**src/bp_pkg.sv**
```systemverilog
package bp_pkg;

    ////////////////////////////////
    // Widths
    ////////////////////////////////
    localparam int ADDR_W = 32;
    localparam int IDX_W  = 5;
    localparam int TAG_W  = 24;
    localparam int HIST_W = 10;

    typedef logic [ADDR_W-1:0] addr_t;
    typedef logic [IDX_W-1:0]  idx_t;
    typedef logic [TAG_W-1:0]  tag_t;

    // History in 9..8, counter n in bits 2n+1..2n
    typedef logic [HIST_W-1:0] hist_entry_t;

    // Slot 1 in 3..2, slot 2 in 1..0, each {history bit, taken}
    typedef logic [3:0] guess_t;

    // Fresh entry: history 0, every counter weakly not-taken
    localparam hist_entry_t HIST_INIT = 10'b00_0101_0101;

    ////////////////////////////////
    // Bundles
    ////////////////////////////////
    typedef struct packed {
        logic  vld;
        addr_t pc;
    } fetch_req_t;

    typedef struct packed {
        logic        exist;
        addr_t       target;
        logic        past_vld;
        hist_entry_t past;
    } slot_lookup_t;

    typedef struct packed {
        logic  branch;
        logic  reason;
        addr_t pc_new;
    } pred_t;

    typedef struct packed {
        logic  vld;
        addr_t pc;
        logic  taken;
        addr_t target;
        logic  mispredict;
    } resolve_t;

    typedef struct packed {
        logic        we;
        idx_t        idx;
        logic        slot;
        hist_entry_t entry;
    } ht_write_t;

    typedef struct packed {
        logic  we;
        idx_t  idx;
        logic  slot;
        tag_t  tag;
        addr_t target;
    } tt_write_t;

    ////////////////////////////////
    // APB register map
    ////////////////////////////////
    localparam logic [31:0] REG_CTRL    = 32'h0;
    localparam logic [31:0] REG_LOOKUPS = 32'h4;
    localparam logic [31:0] REG_MISPRED = 32'h8;

    // Two-bit counter picked by a history value
    function automatic logic [1:0] ctr_get(hist_entry_t e, logic [1:0] h);
        return e[{h, 1'b0} +: 2];
    endfunction

endpackage

```
**src/bp_apb_regs.sv**
```systemverilog
`timescale 1ns/1ps

module bp_apb_regs (
    input  logic        clk,
    input  logic        rstn,
    input  logic        psel,
    input  logic        penable,
    input  logic        pwrite,
    input  logic [31:0] paddr,
    input  logic [31:0] pwdata,
    output logic [31:0] prdata,
    output logic        pready,
    output logic        pslverr,
    input  logic        fetch_vld,
    input  logic        mispredict,
    output logic        en
);
    import bp_pkg::*;

    logic        access;
    logic        wr_acc;
    logic        sel_ctrl;
    logic        sel_look;
    logic        sel_mis;
    logic [31:0] lookups;
    logic [31:0] mispred;

    assign sel_ctrl = (paddr == REG_CTRL);
    assign sel_look = (paddr == REG_LOOKUPS);
    assign sel_mis  = (paddr == REG_MISPRED);

    // No wait states
    assign access  = psel & penable;
    assign wr_acc  = access & pwrite;
    assign pready  = access;
    assign pslverr = access & ~(sel_ctrl | sel_look | sel_mis);

    always_ff @(posedge clk or negedge rstn) begin
        if (!rstn) begin
            en <= 1'b1;
        end else if (wr_acc && sel_ctrl) begin
            en <= pwdata[0];
        end
    end

    ////////////////////////////////
    // Statistics counters
    ////////////////////////////////
    always_ff @(posedge clk or negedge rstn) begin
        if (!rstn) begin
            lookups <= '0;
            mispred <= '0;
        end else begin
            if (wr_acc && sel_look) begin
                lookups <= '0;
            end else if (fetch_vld && lookups != '1) begin
                lookups <= lookups + 32'd1;
            end
            if (wr_acc && sel_mis) begin
                mispred <= '0;
            end else if (mispredict && mispred != '1) begin
                mispred <= mispred + 32'd1;
            end
        end
    end

    always_comb begin
        prdata = '0;
        if (sel_ctrl) begin
            prdata = {31'd0, en};
        end else if (sel_look) begin
            prdata = lookups;
        end else if (sel_mis) begin
            prdata = mispred;
        end
    end

endmodule

```
**config.mk**
```make
export PLATFORM = sky130hd
export DESIGN_NAME = bp_apb_regs
export DESIGN_NICKNAME = d
export VERILOG_FILES = /design/src/bp_pkg.sv /design/src/bp_apb_regs.sv
export SDC_FILE = /design/constraint.sdc
export NUM_CORES = 1
export LEC_CHECK = 0
export BUFFER_PORTS_ARGS = -buffer_cell sky130_fd_sc_hd__clkbuf_2
export CAP_MARGIN = 5
export CORE_MARGIN = 4
export CORE_UTILIZATION = 47
export DETAILED_ROUTE_END_ITERATION = 12
export PLACE_DENSITY = 0.78
export SKIP_CTS_REPAIR_TIMING = 1
export SLEW_MARGIN = 20
export SYNTH_ARGS = -nofsm -noshare
export SYNTH_HDL_FRONTEND = slang
export SYNTH_SLANG_ARGS = --single-unit
```
**constraint.sdc**
```tcl
create_clock -name clk -period 2.7 [get_ports clk]
set_clock_uncertainty 0.2 [all_clocks]
set_input_delay 0.54 -clock clk [delete_from_list [all_inputs] [get_ports clk]]
set_output_delay 0.54 -clock clk [all_outputs]
set_load 0.05 [all_outputs]
```
==> reports/summary.txt <==
Vias in the first global route = 3,917
EDFF count, synth = 0
Grt total ovfl = 0
CTS tree = done
Final ANT Viol Nets = 0
Path type of the worst setup path = primary input to primary output
Leakage Power = 2.49 nW
Die H = 100 um
Yosys top cell by area = dfrtp_1
Fin. max-slew vios = 0
Worst setup path endpoint = prdata[29]
Post-synth top cells = dfrtp_1, nor2_1, nand2_1, a22o_1, a21oi_1
Synthesis Warnings = 0
MaxCap Viol Count = 0
CP arrival = 2.00 ns
Overall Power = 2.42 mW
Final core occ = 70.9%
Reg-to-reg endpoint = lookups[17]
Final Worst Setup Slack = -0.0448 ns
Top-count cell post-synth = dfrtp_1
Mapped Area = 4020 sq um
Violated checks = negative setup slack
DRC Markers = 0
GPL Wtd Cong = 0.891
Port bufs = 74
Worst reg-to-reg setup slack = 0.22 ns
DR vias/cell = 6.38
All-Layer GR Usage = 24.0%
Antenna violations before repair = 0
Max transition margin = 61.0%
Row count = 33
Initial Util = 48.6%
RSZ-0062 raised after global routing = yes
FF+latch count, synth = 65
WP data required = 1.96 ns
Clk root buf = clkbuf_8
Worst setup SP type = primary input
CTS H-Tree Depth = 3
Setup violations, final = 25
Largest cells by area after synthesis = dfrtp_1, a22o_1, xnor2_1, nor2_1, nand2_1
Drt pass-1 iters = 4
Power Density = 413 nW/um^2
Reg-to-reg critical path startpoint = lookups[26]
I/O pin count = 106
CTS max path bufs = 2
Mapped Cells = 449
Largest net degree at the start of global routing = 25
CORE AREA = 8260 sq um
Routed len/inst = 20.0 um
Final Net Count = 616
Highest net fanout along the worst path = 5
CP Capture Type = primary output
Final-report hold violation count = 0
Area delta synth->final = 45.7%
Clk_lat worst skew = 0.35 ns
Register area share after synthesis = 40.5%
Die W = 100 um
Die area = 10,100 sq um
Final HPWL DP = 8.93 mm
Peak supply drop = 0.327 mV
Area fraction of the dominant cell type after synthesis = 39.9%
Worst slew pin tran = 0.581 ns
Count of cell types in the netlist = 50
Clk slew on worst S/H paths = 0.07 ns
Worst r2r path cells = 6
Final worst path period share = 102%
Avg Inst Size Synth = 8.95 sq um
Post-Route WL = 13.0 mm
Setup tns final = -0.332 ns
CTS buffer count = 9
Layout cells sized above 1 = 32.5%
F_max = 364 MHz
First-pass GRT wire length = 19.3 mm
First DRT Iteration DRCs = 284
Run status = finished, violations left
Hold Path Class = primary input to register
Worst Setup SP = paddr[14]
Diodes inserted = 0
Post-synth top flop = dfrtp_1
Clk sinks = 65
Vias = 4,165
Final Critical Period = 2.74 ns
Syn_nets = 522
Async set-reset flop share out of synthesis = 100%
-- layer usage --
layer,GRT usage [%],vias to the layer above,wire [um]
met2,40.5,178,6870
met4,7.46,0,437
met1,30.8,2055,5050
li1,-,1898,-
met3,4.93,34,675
met5,0,-,0
-- cell families (layout without fill, tap and decap cells) --
logic type | Yosys count | in the layout | synth area share [%]
adders and majority gates | 2 | 2 | 0.623
and+or+nand+nor | 209 | 209 | 29.2
xor gates and xnor gates | 29 | 29 | 6.32
muxes | 3 | 3 | 0.779
DFF | 65 | 65 | 40.5
AOI/OAI and AO/OA | 111 | 111 | 19.2
buffers and inverters | 30 | 129 | 3.33
-- layout by cell type (no fill, tap or decap), types with 3 or more instances in the layout --
cell type	count
a211oi_1	5
a21oi_1	27
a22o_4	29
a311oi_1	3
and2_1	4
and3_1	10
and4_1	15
buf_12	36
buf_4	20
buf_6	5
clkbuf_16	4
clkbuf_2	41
clkbuf_8	12
dfrtp_1	64
inv_1	6
nand2_1	37
nand3_1	21
nand4_1	15
nor2_1	40
nor3_1	6
nor4_1	9
nor4_2	7
o211ai_1	5
o21ai_0	23
o31ai_1	6
or3_1	21
or4_1	6
xnor2_1	22
xor2_1	7
-- worst min-delay path by stage --
stage	start	cells past startpoint	end	slack [ns]
3_3_place_gp	lookups[18]	1	lookups[18]	0.34
5_1_grt	pwdata[0]	2	en	0.22
6_report	pwdata[0]	2	en	0.23
3_5_place_dp	rstn	1	lookups[23]	0.35
2_1_floorplan	rstn	0	lookups[0]	0.04
4_1_cts	rstn	1	lookups[27]	-0.02
-- sequential cells by signal, indices dropped and copies added (netlist names) --
signal / cells
en: 1
mispred: 32
lookups: 32
-- cell type report --
class / instances / area, sq um
multi-input cells: 354 / 2620
fillers: 558 / 2410
flip-flops and latches: 65 / 1630
repair buffers: 107 / 1240
clock buffers: 14 / 173
well taps: 105 / 131
clock inverters: 2 / 35.0
inverters: 6 / 22.5
-- per-stage QoR --
step	hold WS, ns	setup slack (ns)	instances	area [sq um]
5_1_grt	0.223	-0.110	653	5850
4_1_cts	-0.0203	-0.106	644	5530
3_3_place_gp	0.341	-0.102	628	5320
6_report	0.229	-0.0448	653	5850
3_5_place_dp	0.349	-0.105	628	5320
2_1_floorplan	0.0444	-0.0646	449	4250
-- where the power goes --
| part | total [mW] | switching (mW) | internal (mW) | leakage (nW) |
|---|---|---|---|---|
| Sequential | 1.24 | 0.182 | 1.06 | 0.875 |
| Combinational | 0.309 | 0.175 | 0.134 | 1.51 |
| Clock | 0.867 | 0.365 | 0.502 | 0.107 |
| Total | 2.42 | 0.722 | 1.70 | 2.49 |
-- worst max-delay path, stage by stage --
cell and delay [ns]:
clkbuf_2 0.09, nor4_2 0.27, and4_4 0.30, nand3_4 0.09, nor2_4 0.14, buf_12 0.14, clkbuf_16 0.14, a22o_2 0.16
buf_12 0.14
Note: power is estimated with default switching activity, not from simulation.
