$ cat config.mk
export PLATFORM = sky130hd
export DESIGN_NAME = bp_target_table
export DESIGN_NICKNAME = d
export VERILOG_FILES = /design/src/bp_pkg.sv /design/src/bp_target_table.sv
export SDC_FILE = /design/constraint.sdc
export NUM_CORES = 2
export LEC_CHECK = 0
export BUFFER_PORTS_ARGS = -buffer_cell sky130_fd_sc_hd__clkbuf_2
export CELL_PAD_IN_SITES_DETAIL_PLACEMENT = 1
export CELL_PAD_IN_SITES_GLOBAL_PLACEMENT = 2
export CORE_ASPECT_RATIO = 0.7
export CORE_MARGIN = 2
export CORE_UTILIZATION = 30
export CTS_CLUSTER_SIZE = 25
export DETAILED_ROUTE_END_ITERATION = 6
export PLACE_DENSITY_LB_ADDON = 0.1
export SLEW_MARGIN = 5
export SYNTH_ARGS = -nofsm -noshare
export SYNTH_HDL_FRONTEND = slang
export SYNTH_SLANG_ARGS = --single-unit
export TNS_END_PERCENT = 10
$ cat constraint.sdc
create_clock -name clk -period 2.95 [get_ports clk]
set_clock_uncertainty 0.05 [all_clocks]
set_input_delay 0.295 -clock clk [delete_from_list [all_inputs] [get_ports clk]]
set_output_delay 0.295 -clock clk [all_outputs]
set_load 0.01 [all_outputs]
$ cat src/bp_pkg.sv
package bp_pkg;

    ////////////////////////////////
    // Widths
    ////////////////////////////////
    localparam int ADDR_W = 32;
    localparam int IDX_W  = 5;
    localparam int TAG_W  = 24;
    localparam int HIST_W = 10;

    typedef logic [ADDR_W-1:0] addr_t;
    typedef logic [IDX_W-1:0]  idx_t;
    typedef logic [TAG_W-1:0]  tag_t;

    // History in 9..8, counter n in bits 2n+1..2n
    typedef logic [HIST_W-1:0] hist_entry_t;

    // Slot 1 in 3..2, slot 2 in 1..0, each {history bit, taken}
    typedef logic [3:0] guess_t;

    // Fresh entry: history 0, every counter weakly not-taken
    localparam hist_entry_t HIST_INIT = 10'b00_0101_0101;

    ////////////////////////////////
    // Bundles
    ////////////////////////////////
    typedef struct packed {
        logic  vld;
        addr_t pc;
    } fetch_req_t;

    typedef struct packed {
        logic        exist;
        addr_t       target;
        logic        past_vld;
        hist_entry_t past;
    } slot_lookup_t;

    typedef struct packed {
        logic  branch;
        logic  reason;
        addr_t pc_new;
    } pred_t;

    typedef struct packed {
        logic  vld;
        addr_t pc;
        logic  taken;
        addr_t target;
        logic  mispredict;
    } resolve_t;

    typedef struct packed {
        logic        we;
        idx_t        idx;
        logic        slot;
        hist_entry_t entry;
    } ht_write_t;

    typedef struct packed {
        logic  we;
        idx_t  idx;
        logic  slot;
        tag_t  tag;
        addr_t target;
    } tt_write_t;

    ////////////////////////////////
    // APB register map
    ////////////////////////////////
    localparam logic [31:0] REG_CTRL    = 32'h0;
    localparam logic [31:0] REG_LOOKUPS = 32'h4;
    localparam logic [31:0] REG_MISPRED = 32'h8;

    // Two-bit counter picked by a history value
    function automatic logic [1:0] ctr_get(hist_entry_t e, logic [1:0] h);
        return e[{h, 1'b0} +: 2];
    endfunction

endpackage

$ cat src/bp_target_table.sv
`timescale 1ns/1ps

module bp_target_table #(
    parameter int ADDR_W = bp_pkg::ADDR_W,
    parameter int IDX_W  = bp_pkg::IDX_W,
    parameter int TAG_W  = bp_pkg::TAG_W
) (
    input  logic                 clk,
    input  logic                 rstn,
    input  bp_pkg::addr_t        fetch_pc,
    input  bp_pkg::tt_write_t    wr,
    output bp_pkg::slot_lookup_t slot1,
    output bp_pkg::slot_lookup_t slot2
);
    import bp_pkg::*;

    localparam int SETS = 2**IDX_W;

    // One way per slot in every set
    tag_t  tag_mem [SETS][2];
    addr_t tgt_mem [SETS][2];
    logic [1:0][SETS-1:0] valid;

    idx_t fidx;
    tag_t ftag;

    assign fidx = fetch_pc[IDX_W+2:3];
    assign ftag = fetch_pc[ADDR_W-1 -: TAG_W];

    always_ff @(posedge clk or negedge rstn) begin
        if (!rstn) begin
            valid <= '0;
        end else if (wr.we) begin
            valid[wr.slot][wr.idx] <= 1'b1;
        end
    end

    always_ff @(posedge clk) begin
        if (wr.we) begin
            tag_mem[wr.idx][wr.slot] <= wr.tag;
            tgt_mem[wr.idx][wr.slot] <= wr.target;
        end
    end

    ////////////////////////////////
    // Lookup
    ////////////////////////////////
    // History fields come from the history table
    always_comb begin
        slot1        = '0;
        slot1.exist  = valid[0][fidx] && (tag_mem[fidx][0] == ftag);
        slot1.target = tgt_mem[fidx][0];

        slot2        = '0;
        slot2.exist  = valid[1][fidx] && (tag_mem[fidx][1] == ftag);
        slot2.target = tgt_mem[fidx][1];
    end

endmodule

==> impl_metrics.ini <==
[final_layout]
drive_gt1_share_pct = 37.7
synthToLayoutAreaGrowth_pct = 21.9
layout.nets = 7182
fin_util_pct = 36.8
final_cell_mix = edfxtp_1, mux4_2, buf_4, clkbuf_16, buf_12
final_common_cell = edfxtp_1

[setup_path]
path_class = flip-flop to primary output
start_kind = flip-flop
r2r_cells = 1
critPathRequiredTime_ps = 2610
arrival_ps = 4290
crit_fanout = 1
worstSetupEndpointType = primary output

[routing]
via_count = 70100
wirelength_um = 499000
firstDrtPassIters = 7
wl_per_cell_um = 36.6
ant_nets = 0
drt_first_iter_violations = 8268
drc = 0
vias_per_cell = 5.14

[timing]
layout_worst_path_cycle_share_pct = 157
slew_violations = 0
min_period_ps = 4630
rsz0062_at_grt = true
setup_viol = 66
hold_viol = 0
relSlewSlack_pct = 15.4
finalWorstSetupSlack_ps = -1680
worst_slew_pin_slew_ps = 1270
max_freq_ghz = 0.216

[floorplanning]
dieArea_mm2 = 0.472
initial_core_util_pct = 30.2
die_w_um = 820
core_area_mm2 = 0.464
rows = 209
io_pins = 185
die_h_um = 576

[global_routing]
grt_max_degree = 79
grt.total_usage_pct = 20.8
grt_antenna_before_repair = 65
grt_pass1_wl_um = 667000
grt_pass1_vias = 73000
overflow = 0

[pwr]
power_uw = 113000
power_frac_seq_pct = 50.9
clockPowerShare_pct = 42.6
net-switching-power_uw = 25700
p_int_uw = 87500
pwr_density_cell_mw_per_mm2 = 663
leakagePower_uw = 0.0548
ir_drop_uv = 468
sw_frac_of_total_pct = 22.7
p_comb_share_pct = 6.6

[clock_network]
htreeDepth = 5
clock_latency_ps = 970
cts_sinks = 3648
cts_root_buffer = clkbuf_16
cts.path.max_buffers = 4
clkTransAtPathRegs_ps = 60
cts_tree = done
numCtsBuffers = 386

[yosys]
postSynthCellCount = 5996
syn-mean-instance-area_um2 = 23.3
synth_edf_count = 3584
synth_cell_types = 69
ys_ff_latch = 3648
ys_seq_area_share_pct = 78.0
post_synth_instance_area_mm2 = 0.140
synthFlopType = edfxtp_1
synthArstFlopShare_pct = 1.75
yosys_warnings = 0

[flow_run]
max_cap_violations = 0

[outcome]
status = finished with violations
violations = setup timing

[placement]
hpwl_um = 297000
gp_congestion = 0.763
port_buffers = 159

[min_path]
holdCritPathClass = input pin to flip-flop
min_path_cells = 1
[per-stage QoR]
stage          cells  instance area [um^2]  hold WS, ps  setup WS (ps)  setup TNS, ps
4_1_cts        13600                170000         10.3          -1860         -23810
3_3_place_gp   12800                156000          285          -1910         -48220
6_report       13600                171000         81.2          -1680         -17690
5_1_grt        13600                171000         55.6          -1860         -23940
2_1_floorplan   6017                140000        -50.6           -941       -2422610
3_5_place_dp   12800                156000          290          -1910         -47160
[cells in the mapped netlist, drive strengths merged (3+ instances only)]
master   instances  share of area (%)
a211oi           6              0.032
a21o             5              0.027
a21oi           26              0.093
a221o            6              0.043
a221oi          25               0.16
a22o            12              0.075
a22oi           43               0.23
a2bb2oi          3              0.019
a31oi            7              0.031
a32oi            7              0.044
and2            11              0.049
and3             3              0.013
buf            205               0.93
clkbuf         125               0.34
dfrtp           64                1.1
edfxtp        3584                 77
inv              9              0.024
mux2            25               0.20
mux2i          155                1.1
mux4           996                 16
nand2          273               0.73
nand2b           6              0.027
nand3           25              0.089
nand3b           4              0.021
nand4            9              0.040
nor2           105               0.28
nor2b           11              0.049
nor3             7              0.025
nor4             5              0.031
nor4b            3              0.023
o2111ai          7              0.044
o211ai           8              0.043
o21ai           26              0.093
o221ai          17               0.11
o22a             3              0.019
o22ai           19              0.085
o32ai            3              0.019
or2             67               0.30
or3              6              0.027
xnor2           30               0.19
xor2            23               0.14
[logic make-up after synthesis]
group           count (synthesis)  share of synthesized area (%)
other cells                     1                        0.00268
xor+xnor                       53                          0.332
flops                        3648                           78.0
simple gates                  537                           1.72
buf+inv                       339                           1.29
mux                          1176                           17.3
compound gates                242                           1.29
[power by group through the flow]
stage	combinational, uW	sequential, uW	clock (uW)
6_report	7430	57600	48200
5_1_grt	7880	57600	51200
4_1_cts	7460	57600	49500
3_5_place_dp	7060	58700	0
3_3_place_gp	6990	58700	0
2_1_floorplan	3310	58600	0
[routing by layer]
layer	share of wire, %	track usage (%)	vias up
met4	1.9	3.89	2
met5	0.0026	0	-
met3	6.3	3.62	539
met2	45	31.9	2146
met1	46	31.2	39600
li1	-	-	27800
[critical path, stage by stage (launching register included)]
cell and delay, ps:
edfxtp_1 390, mux4_2 470, mux4_2 530, mux2i_4 320
buf_6 160, xnor2_2 60, nor4_2 310, nand4_1 160
buf_4 190, nor4b_4 400, buf_4 200, buf_6 110
[worst paths after layout]
path,startpoint,to,slack (ps)
max in group asynchronous,rstn,valid[54],2020
min,wr[2],tgt_mem[4][34],80
max,tag_mem[3][26],slot1[43],-1680
min in group asynchronous,rstn,valid[40],350
min reg2reg,valid[9],valid[9],410
max reg2reg,valid[61],valid[61],2080
[flip-flops by register name, indices dropped and copies added (netlist names)]
register and cells:
valid 64, tgt_mem 2048, tag_mem 1536
[cell type report]
type	instances	area, um^2
Tap cell	6224	7790
Multi-Input combinational cell	2030	30000
Fill cell	44100	293000
Timing Repair Buffer	1010	11300
Clock buffer	472	10200
Inverter	9	50.0
Antenna cell	10	25.0
Clock inverter	234	2080
Sequential cell	3648	109000
[repair_timing]
action | 4_1_cts | 5_1_grt
endpoints found under the hold margin | 1773 | 0
endpoints found under the setup margin | 66 | 66
hold buffers | 42 | 0
buffers inserted | 15 | 15
pin swaps | 25 | 11
gates resized for setup | 205 | 46
gates cloned | 16 | 9
Note: power is estimated with default switching activity, not from simulation.
