$ cat src/bp_pkg.sv
package bp_pkg;

    ////////////////////////////////
    // Widths
    ////////////////////////////////
    localparam int ADDR_W = 32;
    localparam int IDX_W  = 5;
    localparam int TAG_W  = 24;
    localparam int HIST_W = 10;

    typedef logic [ADDR_W-1:0] addr_t;
    typedef logic [IDX_W-1:0]  idx_t;
    typedef logic [TAG_W-1:0]  tag_t;

    // History in 9..8, counter n in bits 2n+1..2n
    typedef logic [HIST_W-1:0] hist_entry_t;

    // Slot 1 in 3..2, slot 2 in 1..0, each {history bit, taken}
    typedef logic [3:0] guess_t;

    // Fresh entry: history 0, every counter weakly not-taken
    localparam hist_entry_t HIST_INIT = 10'b00_0101_0101;

    ////////////////////////////////
    // Bundles
    ////////////////////////////////
    typedef struct packed {
        logic  vld;
        addr_t pc;
    } fetch_req_t;

    typedef struct packed {
        logic        exist;
        addr_t       target;
        logic        past_vld;
        hist_entry_t past;
    } slot_lookup_t;

    typedef struct packed {
        logic  branch;
        logic  reason;
        addr_t pc_new;
    } pred_t;

    typedef struct packed {
        logic  vld;
        addr_t pc;
        logic  taken;
        addr_t target;
        logic  mispredict;
    } resolve_t;

    typedef struct packed {
        logic        we;
        idx_t        idx;
        logic        slot;
        hist_entry_t entry;
    } ht_write_t;

    typedef struct packed {
        logic  we;
        idx_t  idx;
        logic  slot;
        tag_t  tag;
        addr_t target;
    } tt_write_t;

    ////////////////////////////////
    // APB register map
    ////////////////////////////////
    localparam logic [31:0] REG_CTRL    = 32'h0;
    localparam logic [31:0] REG_LOOKUPS = 32'h4;
    localparam logic [31:0] REG_MISPRED = 32'h8;

    // Two-bit counter picked by a history value
    function automatic logic [1:0] ctr_get(hist_entry_t e, logic [1:0] h);
        return e[{h, 1'b0} +: 2];
    endfunction

endpackage

$ cat src/bp_resolve_unit.sv
`timescale 1ns/1ps

module bp_resolve_unit #(
    parameter int ADDR_W = bp_pkg::ADDR_W,
    parameter int IDX_W  = bp_pkg::IDX_W,
    parameter int TAG_W  = bp_pkg::TAG_W
) (
    input  bp_pkg::resolve_t    resolve,
    input  bp_pkg::hist_entry_t res_entry,
    input  logic                res_entry_vld,
    output bp_pkg::ht_write_t   ht_wr,
    output bp_pkg::tt_write_t   tt_wr
);
    import bp_pkg::*;

    hist_entry_t base;
    hist_entry_t trained;
    logic [1:0]  hist;
    logic [1:0]  ctr;
    logic [1:0]  ctr_new;

    ////////////////////////////////
    // Counter and history training
    ////////////////////////////////
    always_comb begin
        base = res_entry_vld ? res_entry : HIST_INIT;
        hist = base[9:8];
        ctr  = ctr_get(base, hist);

        // Saturate at 0 and 3
        if (resolve.taken) begin
            ctr_new = (ctr == 2'd3) ? ctr : ctr + 2'd1;
        end else begin
            ctr_new = (ctr == 2'd0) ? ctr : ctr - 2'd1;
        end

        trained                    = base;
        trained[{hist, 1'b0} +: 2] = ctr_new;
        // Shift the outcome into the history
        trained[9:8]               = {hist[0], resolve.taken};
    end

    assign ht_wr.we    = resolve.vld;
    assign ht_wr.idx   = resolve.pc[IDX_W+2:3];
    assign ht_wr.slot  = resolve.pc[2];
    assign ht_wr.entry = trained;

    // Targets only matter for taken branches
    assign tt_wr.we     = resolve.vld & resolve.taken;
    assign tt_wr.idx    = resolve.pc[IDX_W+2:3];
    assign tt_wr.slot   = resolve.pc[2];
    assign tt_wr.tag    = resolve.pc[ADDR_W-1 -: TAG_W];
    assign tt_wr.target = resolve.target;

endmodule

$ cat config.mk
export PLATFORM = sky130hd
export DESIGN_NAME = bp_resolve_unit
export DESIGN_NICKNAME = d
export VERILOG_FILES = /design/src/bp_pkg.sv /design/src/bp_resolve_unit.sv
export SDC_FILE = /design/constraint.sdc
export NUM_CORES = 1
export LEC_CHECK = 0
export BUFFER_PORTS_ARGS = -buffer_cell sky130_fd_sc_hd__clkbuf_2
export CAP_MARGIN = 30
export CORE_AREA = 8 8 68 70
export DETAILED_ROUTE_END_ITERATION = 8
export DIE_AREA = 0 0 76 78
export PLACE_DENSITY = 0.88
export SYNTH_ARGS = -nofsm -noshare
export SYNTH_HDL_FRONTEND = slang
export SYNTH_SLANG_ARGS = --single-unit
$ cat constraint.sdc
create_clock -name vclk -period 1.2
set_input_delay 0.06 -clock vclk [all_inputs]
set_output_delay 0.06 -clock vclk [all_outputs]
set_load 0.1 [all_outputs]
==> impl_summary.log <==
[metrics] result of the run: finished with violations
[metrics] violated checks: negative setup slack
[metrics] setup tns final: -3.02 ns
[metrics] number of global-route vias before repair: 654
[metrics] nature of the critical path endpoint: primary output
[metrics] number of hold violations in the final report: 0
[metrics] Worst IR Drop VDD: around 0.28 mV
[metrics] Detailed Place HPWL: between 1500 and 2000 um
[metrics] biggest area contributors in the synthesized netlist: sky130_fd_sc_hd__buf_4, sky130_fd_sc_hd__ha_1, sky130_fd_sc_hd__o22ai_1, sky130_fd_sc_hd__mux2_4, sky130_fd_sc_hd__nand2_1
[metrics] iteration-0 DRC count of the detailed router: 9
[metrics] cell types with the highest counts after synthesis: sky130_fd_sc_hd__buf_4, sky130_fd_sc_hd__nand2_1, sky130_fd_sc_hd__o22ai_1
[metrics] number of buffers added on ports: 25
[metrics] ports placed on the boundary: 158
[metrics] number of distinct library cells after synthesis: 21
[metrics] diodes inserted: 0
[metrics] core area: roughly 3600 um2
[metrics] Avg Synthesized Cell Area: 7.26 um2
[metrics] cell-internal power: 256 uW
[metrics] clock network fraction of design power: 0%
[metrics] worst endpoint data arrival time: approximately 1.6 ns
[metrics] Final Setup Violations: 8
[metrics] final-report max-slew violation count: 0
[metrics] Worst Setup Slack, final: -0.419 ns
[metrics] leakage power of the design: ~0.00043 uW
[metrics] std cell rows: 22
[metrics] count of clock-net buffers in the final layout: 0
[metrics] type of the worst setup path: primary input to primary output
[metrics] required time at the endpoint of the critical path: 1.14 ns
[metrics] RSZ-0062 raised after global routing: yes
[metrics] growth of design area from synthesis to finish: 16.6%
[metrics] number of maximum-capacitance violations: 0
[metrics] crit start category: primary input
[metrics] FILL cells: 356
[metrics] met2 track utilization from global routing: 10.2%
[metrics] combinational share of power: 100.0%
[metrics] gp weighted congestion: 0.838
[metrics] Global Route met1 Usage: 6.64%
[metrics] worst slew margin relative to its limit: ~64%
[metrics] antenna-violating nets left: 0
[metrics] met3 Track Usage GR: 1.50%
[metrics] cell area after technology mapping: 850 um2
[metrics] Final #Nets: 177
[metrics] type of the tightest min-delay check: primary input to primary output
[metrics] most utilized layer in the global route result: met2
[metrics] Hold WS: 0.120 ns
[metrics] Yosys warning count: 0
[metrics] floorplan die area: just under 6000 um2
[metrics] switching power summed over all nets: 378 uW
[metrics] wire length of the first global-routing pass: 3130 um
[metrics] leading area contributor after synthesis: sky130_fd_sc_hd__buf_4
[metrics] fraction of layout cells with a size suffix above 1: 74.5%
[metrics] area taken by flip-flops and latches: 0 um2
[metrics] # DRC: 0
[metrics] effective utilization at floorplan: a little under a quarter
[metrics] sequential share of power: 0%
[metrics] Die W: 76 um
[metrics] flip-flop and latch count: 0
[metrics] number of detailed-routing iterations run before antenna repair: 4
[metrics] worst-path fanout max: 4
[metrics] die boundary height: 78 um
[metrics] aggregate global routing overflow: 0
[metrics] cells after synthesis: roughly 120
[metrics] Yosys top cell area share: about three fifths
[metrics] Power per Cell Area: between 600 and 700 nW/um2
[metrics] vias after detailed routing: 599
[metrics] Via-to-Cell Ratio: between 4 and 5
[metrics] top-count cell post-synth: sky130_fd_sc_hd__buf_4
[metrics] final worst path period need: 1.62 ns
[metrics] transition at the pin with the smallest max-transition slack: 0.541 ns
[metrics] antenna violations before repair: 0
[metrics] Routed Wire Length: 2100 um
[metrics] switching power as a share of total power: 59.6%
[metrics] proportion of synthesized chip area in sequential cells: 0%
[metrics] global-route total usage across every layer: 6.31%
[metrics] maximum number of pins on one net before global-route repair: 7
[metrics] net count of the mapped netlist: roughly 200
[metrics] power consumption: 634 uW
[metrics] Final Cycle Share: 135%
[metrics] Max Clock Freq: 618 MHz
[metrics] routed wirelength normalized by instance count: 14.8 um
[metrics] hold bufs inserted after CTS: 0
-- path summary, 6_finish.rpt --
path / startpoint / end / slack, ns / depth (start not counted)
setup / recovery: res_entry[8] / ht_wr[4] / -0.42 / 7
hold / removal: resolve[25] / tt_wr[24] / 0.12 / 0
-- critical path, cell delays in order --
cell and delay [ns]:
sky130_fd_sc_hd__buf_8 0.10, sky130_fd_sc_hd__mux2_4 0.30, sky130_fd_sc_hd__o22a_1 0.20, sky130_fd_sc_hd__maj3_2 0.37, sky130_fd_sc_hd__buf_12 0.15, sky130_fd_sc_hd__o22ai_4 0.17, sky130_fd_sc_hd__buf_12 0.20
-- per-stage QoR --
| step | cell area (um2) | util, % | instances | worst slack [ns] |
|---|---|---|---|---|
| after global placement | 918 | 25.9 | 139 | -0.478 |
| after CTS | 973 | 27.4 | 142 | -0.457 |
| final | 991 | 27.9 | 142 | -0.419 |
| after global routing | 991 | 27.9 | 142 | -0.473 |
| after detailed placement | 918 | 25.9 | 139 | -0.486 |
| after floorplan | 991 | - | 117 | -0.787 |
-- final cells by class --
cell class	count	area [um2]	share of cell area, %
Timing Repair Buffer	48	469	47.3
Multi-Input combinational cell	42	443	44.7
Tap cell	48	60.1	6.06
Inverter	4	18.8	1.89
-- layer usage --
metal | share of wire [%] | up-vias
met4 | 8.9 | 0
met3 | 9.8 | 36
met1 | 38 | 269
met5 | 0 | -
li1 | - | 268
met2 | 43 | 26
-- power groups by stage --
| stage | Combinational [uW] | Clock, uW | Sequential, uW |
|---|---|---|---|
| after floorplan | 1460 | 0 | 0 |
| after global placement | 584 | 0 | 0 |
| after detailed placement | 590 | 0 | 0 |
| after CTS | 623 | 0 | 0 |
| after global routing | 663 | 0 | 0 |
| final | 634 | 0 | 0 |
-- kinds of logic after synthesis --
group	share of synthesized area [%]
buffers and inverters	64.9
and+or+nand+nor	10.2
adders and majority gates	7.07
muxes	5.89
AOI/OAI and AO/OA	11.9
-- cell usage in the layout (no fill, tap or decap), types with 2 or more instances in the layout --
cell	n
sky130_fd_sc_hd__o22a_1	2
sky130_fd_sc_hd__nand2b_1	2
sky130_fd_sc_hd__nand2_1	7
sky130_fd_sc_hd__nor2_2	2
sky130_fd_sc_hd__nand2_2	2
sky130_fd_sc_hd__buf_4	20
sky130_fd_sc_hd__o21ai_4	2
sky130_fd_sc_hd__mux2i_1	2
sky130_fd_sc_hd__buf_6	3
sky130_fd_sc_hd__nor2_1	2
sky130_fd_sc_hd__mux2_4	2
sky130_fd_sc_hd__inv_1	3
sky130_fd_sc_hd__o22ai_4	4
sky130_fd_sc_hd__buf_12	10
sky130_fd_sc_hd__ha_4	2
sky130_fd_sc_hd__clkbuf_2	14
-- what timing repair did --
item,4_1_cts,5_1_grt
pin swaps,8,6
setup endpoints to repair,8,8
buffers inserted,3,0
resized for setup,3,6
Power figures use the tool's default switching activity.
