File: config.mk
export PLATFORM = sky130hd
export DESIGN_NAME = bp_history_table
export DESIGN_NICKNAME = d
export VERILOG_FILES = /design/src/bp_pkg.sv /design/src/bp_history_table.sv
export SDC_FILE = /design/constraint.sdc
export NUM_CORES = 1
export LEC_CHECK = 0
export BUFFER_PORTS_ARGS = -buffer_cell sky130_fd_sc_hd__buf_2
export CAP_MARGIN = 15
export CORE_ASPECT_RATIO = 0.9
export CORE_MARGIN = 5
export CORE_UTILIZATION = 50
export CTS_BUF_LIST = sky130_fd_sc_hd__clkbuf_16
export DETAILED_ROUTE_END_ITERATION = 10
export GPL_TIMING_DRIVEN = 0
export PLACE_DENSITY = 0.67
export SLEW_MARGIN = 0
export SYNTH_ARGS = -nofsm -noshare
export SYNTH_HDL_FRONTEND = slang
export SYNTH_SLANG_ARGS = --single-unit
File: constraint.sdc
create_clock -name clk -period 6.5 [get_ports clk]
set_input_delay 0.975 -clock clk [delete_from_list [all_inputs] [get_ports clk]]
set_output_delay 0.975 -clock clk [all_outputs]
set_load 0.01 [all_outputs]
File: src/bp_pkg.sv
package bp_pkg;

    ////////////////////////////////
    // Widths
    ////////////////////////////////
    localparam int ADDR_W = 32;
    localparam int IDX_W  = 5;
    localparam int TAG_W  = 24;
    localparam int HIST_W = 10;

    typedef logic [ADDR_W-1:0] addr_t;
    typedef logic [IDX_W-1:0]  idx_t;
    typedef logic [TAG_W-1:0]  tag_t;

    // History in 9..8, counter n in bits 2n+1..2n
    typedef logic [HIST_W-1:0] hist_entry_t;

    // Slot 1 in 3..2, slot 2 in 1..0, each {history bit, taken}
    typedef logic [3:0] guess_t;

    // Fresh entry: history 0, every counter weakly not-taken
    localparam hist_entry_t HIST_INIT = 10'b00_0101_0101;

    ////////////////////////////////
    // Bundles
    ////////////////////////////////
    typedef struct packed {
        logic  vld;
        addr_t pc;
    } fetch_req_t;

    typedef struct packed {
        logic        exist;
        addr_t       target;
        logic        past_vld;
        hist_entry_t past;
    } slot_lookup_t;

    typedef struct packed {
        logic  branch;
        logic  reason;
        addr_t pc_new;
    } pred_t;

    typedef struct packed {
        logic  vld;
        addr_t pc;
        logic  taken;
        addr_t target;
        logic  mispredict;
    } resolve_t;

    typedef struct packed {
        logic        we;
        idx_t        idx;
        logic        slot;
        hist_entry_t entry;
    } ht_write_t;

    typedef struct packed {
        logic  we;
        idx_t  idx;
        logic  slot;
        tag_t  tag;
        addr_t target;
    } tt_write_t;

    ////////////////////////////////
    // APB register map
    ////////////////////////////////
    localparam logic [31:0] REG_CTRL    = 32'h0;
    localparam logic [31:0] REG_LOOKUPS = 32'h4;
    localparam logic [31:0] REG_MISPRED = 32'h8;

    // Two-bit counter picked by a history value
    function automatic logic [1:0] ctr_get(hist_entry_t e, logic [1:0] h);
        return e[{h, 1'b0} +: 2];
    endfunction

endpackage

File: src/bp_history_table.sv
`timescale 1ns/1ps

module bp_history_table #(
    parameter int IDX_W = bp_pkg::IDX_W
) (
    input  logic                clk,
    input  logic                rstn,
    input  bp_pkg::addr_t       fetch_pc,
    input  bp_pkg::addr_t       res_pc,
    output bp_pkg::hist_entry_t res_entry,
    output logic                res_entry_vld,
    input  bp_pkg::ht_write_t   wr,
    output bp_pkg::hist_entry_t past1,
    output logic                past_vld1,
    output bp_pkg::hist_entry_t past2,
    output logic                past_vld2
);
    import bp_pkg::*;

    localparam int SETS = 2**IDX_W;

    hist_entry_t ent_mem [SETS][2];
    logic [1:0][SETS-1:0] valid;

    idx_t fidx;
    idx_t ridx;
    logic rslot;

    assign fidx  = fetch_pc[IDX_W+2:3];
    assign ridx  = res_pc[IDX_W+2:3];
    // Upper word of the pair is slot 2
    assign rslot = res_pc[2];

    always_ff @(posedge clk or negedge rstn) begin
        if (!rstn) begin
            valid <= '0;
        end else if (wr.we) begin
            valid[wr.slot][wr.idx] <= 1'b1;
        end
    end

    always_ff @(posedge clk) begin
        if (wr.we) begin
            ent_mem[wr.idx][wr.slot] <= wr.entry;
        end
    end

    ////////////////////////////////
    // Fetch read port
    ////////////////////////////////
    assign past1     = ent_mem[fidx][0];
    assign past_vld1 = valid[0][fidx];
    assign past2     = ent_mem[fidx][1];
    assign past_vld2 = valid[1][fidx];

    ////////////////////////////////
    // Resolve read port
    ////////////////////////////////
    assign res_entry     = ent_mem[ridx][rslot];
    assign res_entry_vld = valid[rslot][ridx];

endmodule

==> metrics.md, run 1 <==
| Metric | Value |
|---|---|
| Switching Power | 2.50 mW |
| Routed via count divided by cell count | 7.05 |
| Final weighted congestion of routability-driven global placement | 0.935 |
| Yosys synthesis warning count | 0 |
| Number of max-cap violations | 0 |
| Unrepaired setup endpoints after global routing | no |
| Hold-fix buffer count after cts | 0 |
| CTS H-Tree Depth | 3 |
| Detailed-route DRC error count | 0 |
| Worst Setup Path Type | in -> out |
| Width of the chip | 281 um |
| Flip-flop cell with the highest count after synthesis | edfxtp_1 |
| Clock network fraction of design power | 40.0% |
| Detail-routed net length per standard cell | 38.0 um |
| Congestion Overflow GR | 0 |
| Post-DP HPWL | 73,200 um |
| Switching Fraction | 24.0% |
| Vert. Die Dim | 254 um |
| Count of distinct cell types in the synthesized netlist | 38 |
| Aggregate routed wire length | 104,000 um |
| Result of the run | finished, final reports clean |
| Number of clock sinks seen by CTS | 704 |
| P per Cell Area | 277 nW/um^2 |
| Maximum clock frequency | 0.178 GHz |
| Nature of the critical path startpoint | primary input |
| Count leader, synth | edfxtp_1 |
| Cell at the root of the clock tree | clkbuf_16 |
| Final Worst Setup Slack | 0.876 ns |
| Largest net degree at the start of global routing | 65 |
| Diode insertion count for antenna repair | 0 |
| Buffer levels on the longest clock path | 3 |
| Wire length of the first global-routing pass | 145,000 um |
| Synthesized area | 33,000 sq um |
| FP Rows | 89 |
| Clock insertion delay at the later pin of the skew report | 0.62 ns |
| Internal power of the cells | 7.89 mW |
| Number of buffers added on ports | 51 |
| Async set or reset register ratio after synthesis | 9.09% |
| Required time of the worst setup path | 5.52 ns |
| Worst vdd ir | 0.190 mV |
| Worst Path Arrival | 4.65 ns |
| Core Area | 65,500 sq um |
| Cell Chain, Critical Path | buf_2, buf_1, buf_1, mux4_2, mux2i_1, a211oi_1, or4_1, buf_2 |
| Number of enable flip-flop cells after synthesis | 640 |
| Worst Setup End Kind | primary output |
| Finish-stage setup viols | 0 |
| Final count of pins violating max slew | 0 |
| Antenna violations before repair | 0 |
| Share of cells above drive strength 1 | 40.8% |
| FF+latch count, synth | 704 |
| Syn Nets | 1,699 |
| Cells after synthesis | 1,616 |
| Type of the worst min-delay path | in -> async |
| Maximum net fanout on the critical path | 10 |
| Post-route fraction of the period consumed by the critical path | 86.5% |
| Time the final worst path needs with I/O delays and setup | 5.62 ns |
| Area Growth Syn to Fin | 13.5% |
| Sequential power share | 49.3% |
| Fraction of post-synthesis cell area in the top cell type by area | 58.3% |
| Number of optimization iterations in the first detailed-route pass | 6 |
| Post-cts resize count | 0 |
| Post-place setup slack | 0.998 ns |
| Setup TNS | 0 ns |
| Number of global-route vias before repair | 19,000 |
| Delay of the slowest cell on the worst path | 0.93 ns |
| Mean instance size in the synthesized netlist | 20.4 sq um |
| Total number of nets in the final design | 1,894 |
| Worst-margin pin slew | 1.26 ns |
| Iter 0 DRT Violations | 3,045 |
| Static Leak | 12.5 nW |
| Initial cell density of the core | 50.4% |
| Max Clock Skew | 0 ns |
| Die ar. | 71,200 sq um |
| Master of the slowest instance on the critical path | buf_1 |
| Slew margin rel. | 15.9% |
| Count of pins on the block boundary | 116 |
| Endpoints failing hold | 0 |
| Combinational share of power | 10.8% |
| Post-synthesis cell type with the largest combined area | edfxtp_1 |
| TritonCTS Buffers | 76 |
| Dominant cells by area after synthesis | edfxtp_1, mux4_2, dfrtp_1, mux2i_1, or2_2 |
| Part of the Yosys area used for sequential elements | 63.1% |
| Final antenna-violating net count | 0 |
| Count of vias placed by the detailed router | 19,300 |
| Clock-pin slew reported for the worst setup and hold paths after clock tree synthesis | 0.06 ns |
| GRT Util Overall | 29.2% |
| Most common library cells after synthesis | edfxtp_1, mux4_2, nor2_1 |
| Post-CTS setup buffers | 0 |
| Clock tree from TritonCTS | built |
[logic make-up (layout without fill, tap and decap cells)]
kind of cell           count (synthesis)  after routing  share of synthesized area, %
muxes                                478            478                          29.1
and+or+nand+nor                      219            219                          3.51
AOI/OAI and AO/OA                     93             93                          2.09
buffers and inverters                122            376                          2.12
DFF                                  704            704                          63.1
[final cells by class]
| class | instances | area, sq um |
|---|---|---|
| fillers | 4833 | 28100 |
| flip-flops and latches | 704 | 20800 |
| multi-input cells | 790 | 11500 |
| clock buffers | 77 | 1930 |
| well taps | 864 | 1080 |
| repair buffers | 117 | 1020 |
| plain buffers | 122 | 701 |
| clock inverters | 60 | 418 |
[path summary, 6_finish.rpt]
path | from | end | slack [ns] | depth (start not counted)
setup reg to reg | valid[62]$_DFFE_PN0P_ | valid[62]$_DFFE_PN0P_ | 5.65 | 1
setup / recovery | res_pc[5] | res_entry[0] | 0.88 | 8
hold / removal | rstn | valid[0]$_DFFE_PN0P_ | 0.45 | 1
max in group asynchronous | rstn | valid[56]$_DFFE_PN0P_ | 5.39 | 1
hold reg to reg | valid[27]$_DFFE_PN0P_ | valid[27]$_DFFE_PN0P_ | 0.49 | 1
min in group clk | valid[27]$_DFFE_PN0P_ | valid[27]$_DFFE_PN0P_ | 0.49 | 1
[worst max-delay path, delay by kind of cell]
| family | cells | cell delay, ns |
|---|---|---|
| buffers and inverters | 4 | 1.94 |
| and+or+nand+nor | 1 | 0.70 |
| AOI/OAI and AO/OA | 1 | 0.21 |
| muxes | 2 | 0.80 |
[state kept, by name, indices dropped and copies added, names as in the netlist]
name     cells
ent_mem    640
valid       64
[placed cells by master (no fill, tap or decap), drive strengths merged, types with 12 or more instances in the layout]
master	n
mux2i	64
inv	25
a21oi	17
dfrtp	64
nor2	75
nor2b	33
a211oi	35
buf	192
mux2	33
mux4	381
nand3	12
nand2	12
clkbuf	124
or2	64
clkinv	26
edfxtp	640
[layer usage]
layer / up-vias / share of wire, % / GRT usage [%]
met4: 2 / 3.5 / 8.87
met2: 1401 / 45 / 43.1
met5: - / 0.055 / 0.607
met1: 10300 / 38 / 41.9
met3: 190 / 13 / 9.93
li1: 7352 / - / -
[power by group through the flow]
stage / sequential, mW / combinational [mW] / clock (mW)
after CTS: 5.12 / 1.07 / 4.16
after detailed placement: 5.21 / 1.07 / 0
final: 5.12 / 1.12 / 4.15
after floorplan: 5.18 / 0.654 / 0
after global routing: 5.12 / 1.15 / 4.35
after global placement: 5.20 / 1.05 / 0
[through the flow]
stage / utilization, % / total power [mW] / cell area [sq um] / cells / hold slack (ns)
2_1_floorplan: - / 5.83 / 33000 / 1616 / 0.452
3_3_place_gp: 52.4 / 6.25 / 34300 / 2531 / 0.474
3_5_place_dp: 53.1 / 6.28 / 34700 / 2572 / 0.474
4_1_cts: 56.6 / 10.4 / 37100 / 2709 / 0.468
5_1_grt: 57.2 / 10.6 / 37400 / 2734 / 0.502
6_report: 57.2 / 10.4 / 37400 / 2734 / 0.450
No activity file was read; power rests on OpenSTA's default activity.
==> run 2: changes to the inputs <==
--- a/config.mk
+++ b/config.mk
@@ -8,12 +8,11 @@
 export BUFFER_PORTS_ARGS = -buffer_cell sky130_fd_sc_hd__buf_2
 export CAP_MARGIN = 15
 export CORE_ASPECT_RATIO = 0.9
-export CORE_MARGIN = 5
-export CORE_UTILIZATION = 50
+export CORE_MARGIN = 2
+export CORE_UTILIZATION = 30
 export CTS_BUF_LIST = sky130_fd_sc_hd__clkbuf_16
 export DETAILED_ROUTE_END_ITERATION = 10
 export GPL_TIMING_DRIVEN = 0
-export PLACE_DENSITY = 0.67
 export SLEW_MARGIN = 0
 export SYNTH_ARGS = -nofsm -noshare
 export SYNTH_HDL_FRONTEND = slang
==> metrics.md, run 2 (same netlist as run 1, synthesis figures left out) <==
| Metric | Value |
|---|---|
| Result of the run | finished, final reports clean |
| Maximum clock frequency | 0.166 GHz |
| Congestion Overflow GR | 0 |
| Total power draw | 10.4 mW |
| Finish-stage setup viols | 0 |
| Worst Path Arrival | 5.04 ns |
| Post-DP HPWL | 80,300 um |
| Time the final worst path needs with I/O delays and setup | 6.02 ns |
| Count of pins on the block boundary | 116 |
| Nature of the critical path startpoint | primary input |
| Largest net degree at the start of global routing | 65 |
| Number of max-cap violations | 0 |
| Post-route fraction of the period consumed by the critical path | 92.6% |
| Kind of cell adding the most delay to the critical path | buffers and inverters |
| Combinational share of power | 11.1% |
| Beginning of the worst register-to-register path | valid[61]$_DFFE_PN0P_ |
| Post-CTS setup buffers | 0 |
| Static Leak | 12.5 nW |
| Count of buffering cells on the critical path with inverters included | 4 |
| Number of optimization iterations in the first detailed-route pass | 6 |
| Initial cell density of the core | 30.2% |
| Number of buffers added on ports | 51 |
| Hold-fix buffer count after cts | 0 |
| Area Growth Syn to Fin | 16.1% |
| Worst Setup End Kind | primary output |
| Number of gates on the worst path with buffers counted | 8 |
| Cells on worst reg2reg path | 1 |
| Iter 0 DRT Violations | 3,020 |
| Vert. Die Dim | 319 um |
| Total number of nets in the final design | 1,900 |
| Count of vias placed by the detailed router | 19,300 |
| Number of clock sinks seen by CTS | 704 |
| P per Cell Area | 273 nW/um^2 |
| Final antenna-violating net count | 0 |
| Master of the slowest instance on the critical path | buf_1 |
| Routed via count divided by cell count | 5.79 |
| Largest reg by FF count | ent_mem |
| Cell count after placement | 3,184 |
| Maximum net fanout on the critical path | 10 |
| Worst Setup Path Type | in -> out |
| Post-cts resize count | 0 |
| Unrepaired setup endpoints after global routing | no |
| Clock insertion delay at the later pin of the skew report | 0.61 ns |
| Type of the worst min-delay path | in -> async |
| Aggregate routed wire length | 111,000 um |
| Required time of the worst setup path | 5.52 ns |
| Antenna violations before repair | 5 |
| Slew margin rel. | 13.2% |
| Cell Chain, Critical Path | buf_2, buf_1, buf_1, mux4_2, mux2i_1, a211oi_1, or4_1, buf_2 |
| Cell at the root of the clock tree | clkbuf_16 |
| Final count of pins violating max slew | 0 |
| Switching Power | 2.50 mW |
| Detail-routed net length per standard cell | 33.2 um |
| Clock-pin slew reported for the worst setup and hold paths after clock tree synthesis | 0.06 ns |
| Worst R2R Setup Slack | 5.67 ns |
| Number of flip-flops under the largest register name | 640 |
| Core Area | 109,000 sq um |
| Worst-margin pin slew | 1.30 ns |
| Die ar. | 113,000 sq um |
| Width of the chip | 353 um |
| Internal power of the cells | 7.94 mW |
| CTS H-Tree Depth | 3 |
| Diode insertion count for antenna repair | 0 |
| Buffer levels on the longest clock path | 3 |
| Most common cell after layout, fill and taps aside | edfxtp_1 |
| Clock network fraction of design power | 39.9% |
| Share of cells above drive strength 1 | 40.7% |
| Sequential power share | 49.0% |
| Worst vdd ir | 0.188 mV |
| Worst setup startpoint | res_pc[5] |
| Delay of the slowest cell on the worst path | 1.02 ns |
| Detailed-route DRC error count | 0 |
| Worst setup path end | res_entry[8] |
| Wire length of the first global-routing pass | 152,000 um |
| GRT Util Overall | 19.3% |
| Switching Fraction | 23.9% |
| Final weighted congestion of routability-driven global placement | 0.925 |
| TritonCTS Buffers | 76 |
| Final Instance Count excl. Fillers | 3,337 |
| End of the worst register-to-register path | valid[61]$_DFFE_PN0P_ |
| FP Rows | 115 |
| Endpoints failing hold | 0 |
| Largest registers in the final layout | ent_mem x640, valid x64 |
| Max Clock Skew | 0 ns |
| Clock tree from TritonCTS | built |
| Number of global-route vias before repair | 18,900 |
| Commonest cells after routing, fill and taps aside | edfxtp_1, mux4_2, clkbuf_16 |
| Setup TNS | 0 ns |
run 2: cell types whose count changed in the layout (fill, tap and decap cells not counted), sizes merged:
cell | before | now
bufinv | 5 | 3
clkinv | 26 | 32
clkbuf | 124 | 129
clkinvlp | 4 | 2
buf | 192 | 199
inv | 25 | 16
run 2: layout make-up:
type,count,area [sq um]
fillers,10000,70900
flip-flops and latches,704,20800
multi-input cells,790,11500
clock buffers,83,2080
well taps,1462,1830
repair buffers,123,1090
plain buffers,122,701
clock inverters,53,299
run 2: worst min path at each step:
stage	from	endpoint	slack, ns	cells after the start
after floorplan	valid[46]$_DFFE_PN0P_	valid[46]$_DFFE_PN0P_	0.45	1
final	rstn	valid[0]$_DFFE_PN0P_	0.47	1
after global placement	valid[57]$_DFFE_PN0P_	valid[57]$_DFFE_PN0P_	0.48	1
after global routing	valid[51]$_DFFE_PN0P_	valid[51]$_DFFE_PN0P_	0.50	1
after CTS	rstn	valid[2]$_DFFE_PN0P_	0.46	1
after detailed placement	valid[50]$_DFFE_PN0P_	valid[50]$_DFFE_PN0P_	0.48	1
run 2: layer usage:
metal	global-route usage (%)	vias up	share of wire, %	routed length (um)
met5	0	-	0.016	18
met4	5.85	4	3.3	3610
met3	6.42	159	12	13700
met2	28.5	1364	44	48900
met1	26.9	10400	40	44400
li1	-	7366	-	-
run 2: metrics by stage:
| step | hold slack (ns) | instance area, sq um | setup WS (ns) | utilization, % |
|---|---|---|---|---|
| CTS | 0.462 | 38000 | 0.674 | 34.8 |
| global route | 0.502 | 38300 | 0.545 | 35.0 |
| finish | 0.475 | 38300 | 0.483 | 35.0 |
| floorplan | 0.452 | 33000 | 2.64 | - |
| detailed placement | 0.479 | 35600 | 0.672 | 32.6 |
| global placement | 0.476 | 35100 | 0.711 | 32.1 |
run 2: power by group through the flow:
stage	clock network (mW)	logic (mW)	registers (mW)
finish	4.16	1.15	5.12
global route	4.37	1.19	5.12
CTS	4.20	1.12	5.12
detailed placement	0	1.11	5.21
global placement	0	1.09	5.20
floorplan	0	0.654	5.18
